$ cat src/verilog/fme7_pkg.sv
// Types and register indices shared by the FME-7 mapper modules, imported by each of them
package fme7_pkg;

	// Bus and address widths
	typedef logic [15:0] cpu_addr_t;   // CPU address bus
	typedef logic [13:0] ppu_addr_t;   // PPU address bus
	typedef logic [21:0] rom_addr_t;   // Translated cartridge address
	typedef logic [7:0]  cpu_data_t;   // CPU data byte

	// Register contents
	typedef logic [3:0]  cmd_t;        // Parameter register index
	typedef logic [7:0]  chr_bank_t;   // 1 kB CHR bank number
	typedef logic [4:0]  prg_bank_t;   // 8 kB PRG bank number
	typedef logic [15:0] irq_count_t;  // IRQ down counter

	// Mirroring mode
	// 0 vertical, 1 horizontal, 2 one-screen lower, 3 one-screen upper
	typedef logic [1:0]  mirror_t;

	// Parameter register indices
	// Indices 0 to 7 are the CHR banks and need no name
	localparam cmd_t CMD_PRG0     = 4'd8;   // First PRG bank, also RAM control
	localparam cmd_t CMD_MIRROR   = 4'd12;  // Nametable mirroring
	localparam cmd_t CMD_IRQ_CTRL = 4'd13;  // Countdown and trigger enables
	localparam cmd_t CMD_IRQ_LO   = 4'd14;  // Counter low byte
	localparam cmd_t CMD_IRQ_HI   = 4'd15;  // Counter high byte

	// Bank hardwired into the $E000 window
	localparam prg_bank_t PRG_FIXED_BANK = 5'b11111;

	// Upper address bits that place CHR data in the ROM space
	localparam logic [3:0] CHR_ROM_TAG = 4'b1000;

endpackage

$ cat src/verilog/fme7_addr_map.sv
// FME-7 address translation for PRG, PRG RAM and CHR, plus nametable mirroring
module fme7_addr_map (
	input  fme7_pkg::cpu_addr_t       prg_ain,
	input  logic                      prg_write,
	input  fme7_pkg::ppu_addr_t       chr_ain,
	input  fme7_pkg::chr_bank_t [7:0] chr_banks,
	input  fme7_pkg::prg_bank_t [3:0] prg_banks,
	input  fme7_pkg::mirror_t         mirror,
	input  logic                      ram_enable,
	input  logic                      ram_select,
	output fme7_pkg::rom_addr_t       prg_aout,
	output logic                      prg_allow,
	output fme7_pkg::rom_addr_t       chr_aout,
	output logic                      vram_a10,   // Nametable A10 line
	output logic                      vram_ce     // Route to internal VRAM
);

	import fme7_pkg::*;

	prg_bank_t prg_sel;
	chr_bank_t chr_sel;
	logic      ram_cs;

	// 8 kB PRG window select
	always_comb begin
		case (prg_ain[15:13])
			3'd3:    prg_sel = prg_banks[0];     // $6000
			3'd4:    prg_sel = prg_banks[1];     // $8000
			3'd5:    prg_sel = prg_banks[2];     // $A000
			3'd6:    prg_sel = prg_banks[3];     // $C000
			3'd7:    prg_sel = PRG_FIXED_BANK;   // $E000
			default: prg_sel = '0;
		endcase
	end

	assign ram_cs    = !prg_ain[15] && ram_select;
	assign prg_aout  = {1'b0, ram_cs, 2'b00, prg_sel, prg_ain[12:0]};
	assign prg_allow = ram_cs ? ram_enable : !prg_write;

	// 1 kB CHR slots
	assign chr_sel  = chr_banks[chr_ain[12:10]];
	assign chr_aout = {CHR_ROM_TAG, chr_sel, chr_ain[9:0]};

	always_comb begin
		case (mirror)
			2'd0:    vram_a10 = chr_ain[10];   // Vertical
			2'd1:    vram_a10 = chr_ain[11];   // Horizontal
			default: vram_a10 = mirror[0];     // One-screen lower or upper
		endcase
	end

	assign vram_ce = chr_ain[13];

endmodule

$ cat src/verilog/fme7_irq.sv
// FME-7 CPU-cycle IRQ counter, loaded and controlled by strobes from the register port
module fme7_irq (
	input  logic                clk,
	input  logic                rst,
	input  logic                ce,           // CPU cycle enable
	input  logic                irq_ctrl_we,
	input  logic                irq_lo_we,
	input  logic                irq_hi_we,
	input  fme7_pkg::cpu_data_t wdata,
	output logic                irq
);

	import fme7_pkg::*;

	logic        countdown;   // Counter runs
	logic        trigger;     // Wrap raises irq
	irq_count_t  count;
	logic [16:0] count_next;  // Bit 16 is the borrow

	assign count_next = {1'b0, count} - {16'd0, countdown};

	always_ff @(posedge clk) begin
		if (rst) begin
			countdown <= 1'b0;
			trigger   <= 1'b0;
			count     <= '0;
			irq       <= 1'b0;
		end else begin
			if (ce) begin
				count <= count_next[15:0];
				if (trigger && count_next[16]) begin
					irq <= 1'b1;              // Wrap from 0 to FFFF
				end
				if (!trigger) begin
					irq <= 1'b0;              // Acknowledge
				end
			end

			if (irq_ctrl_we) begin
				countdown <= wdata[7];
				trigger   <= wdata[0];
			end
			// Byte loads override the decrement
			if (irq_lo_we) begin
				count[7:0] <= wdata;
			end
			if (irq_hi_we) begin
				count[15:8] <= wdata;
			end
		end
	end

endmodule

$ cat src/verilog/fme7_mapper.sv
// Sunsoft FME-7 mapper top level, connects the register port, IRQ counter and address map
module fme7_mapper (
	input  logic                clk,
	input  logic                rst,
	input  logic                ce,          // One-cycle CPU clock enable
	input  fme7_pkg::cpu_addr_t prg_ain,
	input  logic                prg_write,
	input  fme7_pkg::cpu_data_t prg_din,
	input  fme7_pkg::ppu_addr_t chr_ain,
	output fme7_pkg::rom_addr_t prg_aout,
	output logic                prg_allow,
	output fme7_pkg::rom_addr_t chr_aout,
	output logic                vram_a10,
	output logic                vram_ce,
	output logic                irq
);

	import fme7_pkg::*;

	// Register state to the address map
	chr_bank_t [7:0] chr_banks;
	prg_bank_t [3:0] prg_banks;
	mirror_t         mirror;
	logic            ram_enable;
	logic            ram_select;

	// Write strobes to the IRQ counter
	logic            irq_ctrl_we;
	logic            irq_lo_we;
	logic            irq_hi_we;
	cpu_data_t       wdata;

	fme7_regs u_regs (
		.clk         (clk),
		.rst         (rst),
		.ce          (ce),
		.prg_ain     (prg_ain),
		.prg_write   (prg_write),
		.prg_din     (prg_din),
		.chr_banks   (chr_banks),
		.prg_banks   (prg_banks),
		.mirror      (mirror),
		.ram_enable  (ram_enable),
		.ram_select  (ram_select),
		.irq_ctrl_we (irq_ctrl_we),
		.irq_lo_we   (irq_lo_we),
		.irq_hi_we   (irq_hi_we),
		.wdata       (wdata)
	);

	fme7_irq u_irq (
		.clk         (clk),
		.rst         (rst),
		.ce          (ce),
		.irq_ctrl_we (irq_ctrl_we),
		.irq_lo_we   (irq_lo_we),
		.irq_hi_we   (irq_hi_we),
		.wdata       (wdata),
		.irq         (irq)
	);

	fme7_addr_map u_addr_map (
		.prg_ain    (prg_ain),
		.prg_write  (prg_write),
		.chr_ain    (chr_ain),
		.chr_banks  (chr_banks),
		.prg_banks  (prg_banks),
		.mirror     (mirror),
		.ram_enable (ram_enable),
		.ram_select (ram_select),
		.prg_aout   (prg_aout),
		.prg_allow  (prg_allow),
		.chr_aout   (chr_aout),
		.vram_a10   (vram_a10),
		.vram_ce    (vram_ce)
	);

endmodule

$ cat src/verilog/fme7_regs.sv
// FME-7 command/parameter register port, holds the banking, mirroring and RAM control state
module fme7_regs (
	input  logic                                 clk,
	input  logic                                 rst,
	input  logic                                 ce,          // CPU cycle enable
	input  fme7_pkg::cpu_addr_t                  prg_ain,
	input  logic                                 prg_write,
	input  fme7_pkg::cpu_data_t                  prg_din,
	output fme7_pkg::chr_bank_t [7:0]            chr_banks,
	output fme7_pkg::prg_bank_t [3:0]            prg_banks,   // $6000, $8000, $A000, $C000
	output fme7_pkg::mirror_t                    mirror,
	output logic                                 ram_enable,
	output logic                                 ram_select,
	output logic                                 irq_ctrl_we,
	output logic                                 irq_lo_we,
	output logic                                 irq_hi_we,
	output fme7_pkg::cpu_data_t                  wdata
);

	import fme7_pkg::*;

	cmd_t cmd;           // Selected parameter register
	logic bus_we;        // Qualified write to $8000-$FFFF
	logic cmd_we;        // Write to $8000-$9FFF
	logic param_we;      // Write to $A000-$BFFF

	assign bus_we   = ce && prg_write && prg_ain[15];
	assign cmd_we   = bus_we && (prg_ain[14:13] == 2'd0);
	assign param_we = bus_we && (prg_ain[14:13] == 2'd1);

	// IRQ registers live in the counter block, it sees the write the same edge
	assign irq_ctrl_we = param_we && (cmd == CMD_IRQ_CTRL);
	assign irq_lo_we   = param_we && (cmd == CMD_IRQ_LO);
	assign irq_hi_we   = param_we && (cmd == CMD_IRQ_HI);
	assign wdata       = prg_din;

	always_ff @(posedge clk) begin
		if (rst) begin
			cmd        <= '0;
			chr_banks  <= '0;
			prg_banks  <= '0;
			mirror     <= '0;
			ram_enable <= 1'b0;
			ram_select <= 1'b0;
		end else begin
			if (cmd_we) begin
				cmd <= prg_din[3:0];
			end

			if (param_we) begin
				if (!cmd[3]) begin
					chr_banks[cmd[2:0]] <= prg_din;      // Indices 0-7
				end else if (cmd < CMD_MIRROR) begin
					prg_banks[cmd[1:0]] <= prg_din[4:0]; // Indices 8-11
				end else if (cmd == CMD_MIRROR) begin
					mirror <= prg_din[1:0];
				end

				// The $6000 window register also carries the RAM bits
				if (cmd == CMD_PRG0) begin
					ram_enable <= prg_din[7];
					ram_select <= prg_din[6];
				end
			end
		end
	end

endmodule
$ cat config.mk
export PLATFORM = sky130hd
export DESIGN_NAME = fme7_mapper
export DESIGN_NICKNAME = d
export VERILOG_FILES = /design/src/verilog/fme7_pkg.sv /design/src/verilog/fme7_addr_map.sv /design/src/verilog/fme7_irq.sv /design/src/verilog/fme7_mapper.sv /design/src/verilog/fme7_regs.sv
export SDC_FILE = /design/constraint.sdc
export NUM_CORES = 1
export LEC_CHECK = 0
export ABC_AREA = 1
export BUFFER_PORTS_ARGS = -buffer_cell sky130_fd_sc_hd__clkbuf_2
export CAP_MARGIN = 20
export CELL_PAD_IN_SITES_DETAIL_PLACEMENT = 2
export CELL_PAD_IN_SITES_GLOBAL_PLACEMENT = 2
export CORE_ASPECT_RATIO = 0.6
export CORE_MARGIN = 3
export CORE_UTILIZATION = 34
export DETAILED_ROUTE_END_ITERATION = 12
export GPL_TIMING_DRIVEN = 0
export HOLD_SLACK_MARGIN = 0.06
export PLACE_DENSITY_LB_ADDON = 0.1
export SLEW_MARGIN = 20
export SYNTH_ARGS = -nofsm -noshare
export SYNTH_HDL_FRONTEND = slang
export SYNTH_SLANG_ARGS = --single-unit
$ cat constraint.sdc
create_clock -name clk -period 3.32 [get_ports clk]
set_input_delay 0.166 -clock clk [delete_from_list [all_inputs] [get_ports clk]]
set_output_delay 0.166 -clock clk [all_outputs]
set_load 0.01 [all_outputs]
======== Word level (Yosys, flattened, before mapping) ========
Index checks and enable logic that the tools add are counted.
word-level totals
  bits in read-only memories .............. 0
  word-level logic and storage cells ...... 81
  latch bits .............................. 0
  memories ................................ 0
  input port bits ......................... 42
  memory bits (writable) .................. 0
  register bits after elaboration ......... 111
  output and inout port bits .............. 48
cells by class
  multipliers ............................. 0
  add/subtract/negate cells ............... 1
  equality and inequality tests ........... 13
  bitwise gates (word level) .............. 2
  divide/modulo/power cells ............... 0
  muxes and demuxes ....................... 16
  order comparisons ....................... 6
  shift operators ......................... 0
  reductions and logical operators ........ 22
operators with widths
  operator                                                    number
  bitwise mux 64 bit                                          1
  2-to-1 mux 8 bit                                            4
  case mux 5 bit (5 select lines)                             1
  binary-select mux 8 bit (select 3 bit)                      1
  demux 8 bit (select 3 bit)                                  1
  bitwise mux 20 bit                                          1
  equality test 4 bit, second input constant                  5
  subtractor 16 x 1 -> 17 bit                                 1
  2-to-1 mux 16 bit                                           1
  equality test 3 bit, second input constant                  4
  logical AND 1 bit                                           11
  demux 5 bit (select 2 bit)                                  1
  less-than comparator 3 x 4 -> 1 bit, second input constant  2
  AND reduction 2 bit                                         3
  2-to-1 mux 5 bit                                            1
  equality test 2 x 1 -> 1 bit, second input constant         2
  logical NOT 2 bit                                           2
  less-than comparator 4 bit, second input constant           1
  AND reduction 4 bit                                         1
  nonzero test 2 bit                                          2
  equality test 3 x 2 -> 1 bit, second input constant         1
  >= comparator 3 x 1 -> 1 bit, second input constant         1
  less-than comparator 2 x 3 -> 1 bit, second input constant  1
  2-to-1 mux 1 bit                                            3
  other kinds (6)                                             8

======== Longest topological paths before layout ========
Gate-level depths: netlist of the first run.
  depth after elaboration ................. 5
  depth in mapped cells ................... 10
  mapped depth without buffers ............ 10

======== By module ========
Synthesis of the first run repeated with hierarchy kept, for this count alone.
unflattened totals
  cell total of the unflattened synthesis .. 1140
  area, all modules ....................... 6834.1 µm²
modules (own cells, without submodules)
  module         sequential area each (µm²)  times used  area an instance (µm²)  cells an instance
  fme7_regs      1841.8                      1           4196.5                  653
  fme7_addr_map  0.0                         1           1411.4                  302
  fme7_irq       380.4                       1           1226.2                  185

======== Worst setup path before layout of the first run ========
Ideal clock, no wire load.
  path kind ............................... reg2reg
  from .................................... register u_regs.cmd[3]
  to ...................................... register u_regs.prg_banks[4] (netlist name)
  stages on the path, launching flop included .. 8
  buffers on the path ..................... 2
  slack ................................... 1848 ps
  arrival time ............................ 1353 ps
  period minus slack after synthesis ...... 1472 ps
  required time ........................... 3201 ps
  setup time .............................. 119 ps
  cells stage by stage .................... dfxtp_1 buf_4 inv_2 nor3_4 nand2_2 buf_2 o21ai_0 a21oi_1
on the way
  longest elaborated chain between the ends .. 2
RTL lines
  element                            line             source
  start: declaration                 fme7_regs.sv:22  cmd_t cmd;
  start signal: assignment           fme7_regs.sv:47  cmd <= prg_din[3:0];
  less-than comparator 4 bit         fme7_regs.sv:53  end else if (cmd < CMD_MIRROR) begin
  AND reduction 3 bit (no line) (*)  n/a
  end signal: indexed assignment     fme7_regs.sv:54  prg_banks[cmd[1:0]] <= prg_din[4:0];
  end: declaration                   fme7_regs.sv:10  output fme7_pkg::prg_bank_t [3:0] prg_banks,
Every way passes the cells marked *; elsewhere a longest branch is shown, timed or not.
A chain may end at the register's enable or synchronous reset.

======== Final worst setup path of the first run ========
  from .................................... register u_regs.cmd[2]
  to ...................................... register u_regs.chr_banks[39] (netlist name)
on the way
  longest elaborated chain between the ends .. 5
  elaborated cells on any way between the ends .. 6
  classes of those cells .................. order compare (2); mux (3); reduce/logical (1)
RTL lines
  element                                                                                                    line             source
  less-than comparator 3 x 4 -> 1 bit (not written as such) or >= comparator 3 x 1 -> 1 bit (tied branches)  fme7_regs.sv:52  chr_banks[cmd[2:0]] <= prg_din;
  logical AND 1 bit (not written as such)                                                                    fme7_regs.sv:52
  2-to-1 mux 8 bit (not written as such)                                                                     fme7_regs.sv:52
  demux 8 bit (select 3 bit) (*)                                                                             n/a
  bitwise mux 64 bit (*)                                                                                     fme7_regs.sv:52
  end signal: indexed assignment                                                                             fme7_regs.sv:52
  end: declaration                                                                                           fme7_regs.sv:9   output fme7_pkg::chr_bank_t [7:0] chr_banks,
Marks and branches as above.

==> results.py, run 1 <==
metrics = {
    "logic_synthesis": {
        "synth_top_cells_by_count": "a21oi_1 (143), o21ai_0 (129), inv_1 (125)",
        "synth_edf_count": 0,
        "syn_area_per_cell_um2": 6.927,
        "ys_warn_count": 0,
        "yosysTopAreaCell": "dfxtp_1",
        "synth_top_area_share_pct": 39.36,
        "ys_seq_area_share_pct": 39.36,
        "ys_ff_latch": 111,
        "ys_top_cells_by_area": "dfxtp_1 (39%), a21oi_1 (13%), o21ai_0 (11%)",
        "ys.flop_type": "dfxtp_1",
        "yosysMostFrequentCell": "a21oi_1",
        "netlist_instances": 815,
        "yosys.cell_types.count": 30,
        "netlist_area_um2": 5645,
        "async_flop_share_pct": 0,
    },
    "setup_path": {
        "end_kind": "flop",
        "path_delay_family": "buffers and inverters",
        "critPathKind": "reg2reg",
        "slowest_stage": "dfxtp_1",
        "cp.arrival_ps": 2300,
        "critical_path_required_ps": 3540,
        "crit_path_max_incr_delay_ps": 500,
        "cp_num_buf_inv": 2,
        "start_kind": "flop",
        "worst-path-max-fanout": 10,
        "worstPathCellList": "inv_1, nor3_2, nand3_1, clkbuf_1, o21ai_1, a21oi_1",
    },
    "cts": {
        "post_cts_resized": 0,
        "cts.htree.levels": 3,
        "path_clk_slew_ps": 80,
        "cts_setup_buffers": 0,
        "worstSkewPairLatency_ps": 370,
        "cts_buffers": 9,
        "cts_sinks": 111,
        "cts-root-buf": "clkbuf_16",
        "hold_buffers": 0,
        "clk_path_buf_depth": 2,
        "cts_tree": "built",
    },
    "die": {
        "start_util_pct": 35.71,
        "fp.dieW_um": 172.4,
        "coreArea_um2": 15810,
        "rows": 35,
        "io_pins": 90,
        "die_area_um2": 18240,
        "die_h_um": 105.8,
    },
    "finish": {
        "synthToLayoutAreaGrowth_pct": 15.60,
        "finalNetCount": 930,
        "antenna_cells": 0,
        "drive_above_1_share_pct": 15.49,
        "fill_cells": 1894,
    },
    "flow_run": {
        "drv_cap": 0,
    },
    "sta": {
        "grt_setup_unrepaired": "false",
        "finalHoldViolCount": 0,
        "fmax_ghz": 0.4812,
        "finalMaxSlewViolations": 0,
        "fin_tns_setup_ps": 0,
        "max_slew_margin_pct": 49.44,
        "whs_ps": 83.10,
        "setup_viol_count_final": 0,
        "fin_worst_skew_ps": 9.823,
        "fin_crit_sh_pct": 62.59,
        "period_minus_slack_ps": 2078,
        "worstMarginPinSlew_ps": 758.3,
    },
    "global_routing": {
        "grt_usage_pct": 24.60,
        "antenna_found_initial": 0,
        "grt-ovfl-total": 0,
        "grt_pass1_wl_mm": 34.82,
        "grt_max_degree": 21,
        "grt_pass1_vias": 6276,
    },
    "routing": {
        "drcViolationCount": 0,
        "num_vias": 5809,
        "ant_nets": 0,
        "wl_per_cell_um": 19.78,
        "dr.first_iter.drc_count": 458,
        "avgViaCountPerCell": 5.219,
        "drtPass1Iterations": 5,
        "wl_mm": 22.01,
    },
    "pwr": {
        "p_leak_nw": 2.526,
        "ir_drop_v": 0.0002456,
        "p_per_area_nw_per_um2": 431.0,
    },
    "min_path": {
        "hold_class": "in2reg",
    },
    "status": {
        "status": "complete, no violations",
    },
    "place": {
        "dp.final_hpwl_mm": 16.47,
        "gp_congestion": 0.8104,
        "io_buffers": 55,
    },
}
[final timing paths]
path / depth (start not counted) / slack (ps) / startpoint / endpoint
max: 6 / 1240 / u_regs.cmd[2] / u_regs.chr_banks[39]
min: 2 / 80 / rst / u_irq.count[6]
max reg2reg: 6 / 1240 / u_regs.cmd[2] / u_regs.chr_banks[39]
min reg2reg: 2 / 450 / u_regs.chr_banks[32] / u_regs.chr_banks[32]
[flip-flops by register name (all words and copies together), names as in the netlist]
| name | count |
|---|---|
| u_regs.ram_select | 1 |
| u_irq.countdown | 1 |
| u_regs.mirror | 2 |
| u_regs.prg_banks | 20 |
| u_irq.irq | 1 |
| u_irq.count | 16 |
| u_regs.chr_banks | 64 |
| u_regs.cmd | 4 |
| u_irq.trigger | 1 |
| u_regs.ram_enable | 1 |
[final cells by class]
class | instances | area [µm²] | share of cell area (%)
plain buffers | 76 | 430.4 | 6.595
clock buffers | 9 | 225.2 | 3.451
clock inverters | 7 | 83.83 | 1.285
inverters | 129 | 484.2 | 7.419
multi-input cells | 504 | 2527 | 38.73
flip-flops and latches | 111 | 2222 | 34.05
well taps | 222 | 277.8 | 4.256
repair buffers | 55 | 275.3 | 4.218
[metrics by stage]
stage / cell area [µm²] / std cells / total power, mW / utilization [%] / setup slack, ps
floorplan: 5664 / 820 / 1.528 / - / 1848
global placement: 6217 / 1097 / 1.641 / 39.33 / 1352
detailed placement: 6217 / 1097 / 1.651 / 39.33 / 1288
CTS: 6526 / 1113 / 2.820 / 41.28 / 1235
global route: 6526 / 1113 / 2.914 / 41.28 / 1025
finish: 6526 / 1113 / 2.813 / 41.28 / 1242
[cell families after synthesis]
family	count (synthesis)	share of synthesized area (%)
and+or+nand+nor	203	17.22
buffers and inverters	205	16.20
adders and majority gates	2	0.4432
other	2	0.1330
DFF	111	39.36
AOI/OAI and AO/OA	290	26.33
xor gates and xnor gates	2	0.3103
[power breakdown]
group          total (mW)  leakage, nW  internal [mW]  switching, mW
Sequential           1.34        0.894           1.33        0.00351
Combinational       0.288         1.48         0.0893          0.199
Clock                1.19        0.155          0.606          0.582
[metal layers]
layer | GRT usage (%) | part of all wire, % | up-vias
met2 | 39.17 | 45 | 135
met5 | 0 | 0 | -
li1 | - | - | 2767
met4 | 3.531 | 0.71 | 0
met3 | 4.010 | 4.0 | 19
met1 | 35.66 | 50 | 2888
[cells in the final DEF (no fill, tap or decap), types with 2 or more instances in the layout]
master,instances
nor2_4,2
nor2_1,44
o21ai_1,2
ha_1,2
inv_1,125
a21oi_1,143
inv_2,3
clkbuf_1,33
o21ai_0,129
nand3b_1,4
conb_1,7
clkbuf_16,9
nand2_1,97
nand4_1,11
nand3_2,7
dfxtp_1,111
clkbuf_2,55
a31oi_1,9
nand3_1,22
inv_8,2
xor2_1,2
nor3_4,3
buf_4,34
o2111ai_1,5
buf_2,8
inv_6,3
nand2_2,5
nor3_1,3
nor3_2,4
No activity file was read; power rests on OpenSTA's default activity.
==> inputs of run 2 (changes only) <==
--- a/config.mk
+++ b/config.mk
@@ -12,7 +12,7 @@
 export CELL_PAD_IN_SITES_GLOBAL_PLACEMENT = 2
 export CORE_ASPECT_RATIO = 0.6
 export CORE_MARGIN = 3
-export CORE_UTILIZATION = 34
+export CORE_UTILIZATION = 31
 export DETAILED_ROUTE_END_ITERATION = 12
 export GPL_TIMING_DRIVEN = 0
 export HOLD_SLACK_MARGIN = 0.06
==> constraint.sdc (replaced) <==
create_clock -name clk -period 2.1 [get_ports clk]
set_input_delay 0.105 -clock clk [delete_from_list [all_inputs] [get_ports clk]]
set_output_delay 0.105 -clock clk [all_outputs]
set_load 0.01 [all_outputs]
==> run 2 against run 1 <==
  * Die area increased by 9.2%
  * Final cell count increased by 1.2%
  * Combinational power increased by 55%
  * Register-to-register slack got worse by 1100 ps
  * Via count decreased by 0.74%
  * Count of clock-buffer cells in the layout increased by 1
  * Wire length decreased by 2.1%
  * Clock skew increased by 2.2 ps
  * Sequential power increased by 57%
==> results.py, run 2 (synthesis results as in run 1) <==
metrics = {
    "cts": {
        "cts.htree.levels": 3,
        "cts_setup_buffers": 0,
        "cts_tree": "built",
        "clk_path_buf_depth": 2,
        "cts-root-buf": "clkbuf_16",
        "worstSkewPairLatency_ps": 360,
        "path_clk_slew_ps": 80,
        "cts_buffers": 9,
        "cts_sinks": 111,
    },
    "sta": {
        "grt_setup_unrepaired": "false",
        "max_slew_margin_pct": 46.56,
        "setup_viol_count_final": 0,
        "fin_crit_sh_pct": 90.87,
        "worstMarginPinSlew_ps": 801.6,
        "fin_worst_skew_ps": 11.98,
        "period_minus_slack_ps": 1908,
        "fmax_ghz": 0.5240,
        "finalMaxSlewViolations": 0,
        "fin_tns_setup_ps": 0,
        "finalHoldViolCount": 0,
        "whs_ps": 133.5,
    },
    "die": {
        "die_area_um2": 19920,
        "rows": 37,
        "coreArea_um2": 17500,
        "io_pins": 90,
        "die_h_um": 110.5,
        "start_util_pct": 32.26,
        "fp.dieW_um": 180.2,
    },
    "finish": {
        "fill_cells": 2144,
        "antenna_cells": 0,
        "synthToLayoutAreaGrowth_pct": 16.00,
        "drive_above_1_share_pct": 15.81,
        "largestRegisters": "u_regs.chr_banks (64), u_regs.prg_banks (20), u_irq.count (16)",
        "finalNetCount": 931,
        "finish.instance_area_um2": 6549,
        "regMostFlops": "u_regs.chr_banks",
        "final_cell_mix": "a21oi_1 (143), o21ai_0 (129), inv_1 (125)",
        "instances_no_fill": 1126,
        "largest_register_ffs": 64,
        "post-route-util_pct": 37.42,
        "layout_commonest_cell": "a21oi_1",
    },
    "routing": {
        "dr.first_iter.drc_count": 236,
        "avgViaCountPerCell": 5.121,
        "wl_mm": 21.55,
        "drtPass1Iterations": 4,
        "wl_per_cell_um": 19.14,
        "num_vias": 5766,
        "drcViolationCount": 0,
        "ant_nets": 0,
    },
    "setup_path": {
        "start_kind": "flop",
        "critical_path_required_ps": 2350,
        "critPathKind": "reg2reg",
        "crit_path_max_incr_delay_ps": 490,
        "r2r_setup_slack_ps": 190,
        "worstPathCellList": "buf_4, inv_2, nor3_4, nand2_2, buf_2, o21ai_0, a21oi_1",
        "end_kind": "flop",
        "slowest_stage": "nor3_4",
        "worst-path-max-fanout": 10,
        "cp.arrival_ps": 2160,
    },
    "place": {
        "gp_congestion": 0.8282,
        "placed_cells": 1109,
        "dp.final_hpwl_mm": 16.70,
        "post_dp_cell_area_um2": 6232,
        "io_buffers": 55,
    },
    "pwr": {
        "ir_drop_v": 0.0002959,
        "p_leak_nw": 2.528,
        "p_per_area_nw_per_um2": 660.1,
    },
    "global_routing": {
        "grt_pass1_wl_mm": 34.77,
        "grt_usage_pct": 21.81,
        "antenna_found_initial": 1,
        "grt_max_degree": 21,
        "grt-ovfl-total": 0,
        "grt_pass1_vias": 6314,
    },
    "flow_run": {
        "drv_cap": 0,
    },
    "status": {
        "status": "complete, no violations",
    },
    "min_path": {
        "hold_class": "in2reg",
    },
}
-- run 2: cell count changes in the layout (fill, tap and decap cells not counted), sizes merged --
cell,change
bufinv,-1
clkbuf,+1
clkinv,+2
dlygate4sd3,+1
inv,-2
-- run 2: worst paths after layout --
check / cells past startpoint / startpoint / end
setup / recovery: 7 / u_regs.cmd[3] / u_regs.ram_select
hold / removal: 5 / prg_din[6] / u_irq.count[14]
setup reg to reg: 7 / u_regs.cmd[3] / u_regs.ram_select
hold reg to reg: 2 / u_regs.chr_banks[6] / u_regs.chr_banks[6]
-- run 2: per-layer routing --
metal | vias up | track usage, % | share of wire (%)
met3 | 19 | 3.851 | 3.7
met1 | 2870 | 30.61 | 49
met4 | 0 | 3.679 | 0.97
li1 | 2778 | - | -
met5 | - | 0 | 0
met2 | 99 | 35.67 | 46
-- run 2: layout make-up --
| cell class | count | area, µm² | area share (%) |
|---|---|---|---|
| inverter | 129 | 484.2 | 7.394 |
| timing repair buffer | 56 | 285.3 | 4.356 |
| multi-input combinational | 504 | 2532 | 38.67 |
| tap | 234 | 292.8 | 4.471 |
| clock inverter | 6 | 60.06 | 0.9171 |
| sequential | 111 | 2222 | 33.93 |
| buffer | 76 | 432.9 | 6.611 |
| clock buffer | 10 | 239.0 | 3.649 |
-- run 2: metrics by stage --
step                worst slack, ps  power, mW
CTS                           175.1      4.369
floorplan                     627.5      2.416
global route                 0.2378      4.501
global placement              218.3      2.591
finish                        191.7      4.323
detailed placement            120.4      2.609
-- run 2: timing repair --
action	CTS	global route
gates resized for setup	0	5
hold buffers	1	0
endpoints found under the hold margin	4	0
setup endpoints to repair	0	5
-- run 2: power by group --
group | switching (mW) | internal [mW] | leakage, nW
Clock | 0.894 | 0.868 | 0.147
Sequential | 0.00540 | 2.11 | 0.894
Combinational | 0.305 | 0.143 | 1.49
-- run 2: worst max-delay path, delay by kind of cell, from the launching register on --
family                 cells  cell delay (ps)
and+or+nand+nor            2              640
AOI/OAI and AO/OA          2              280
DFF                        1              320
buffers and inverters      3              560
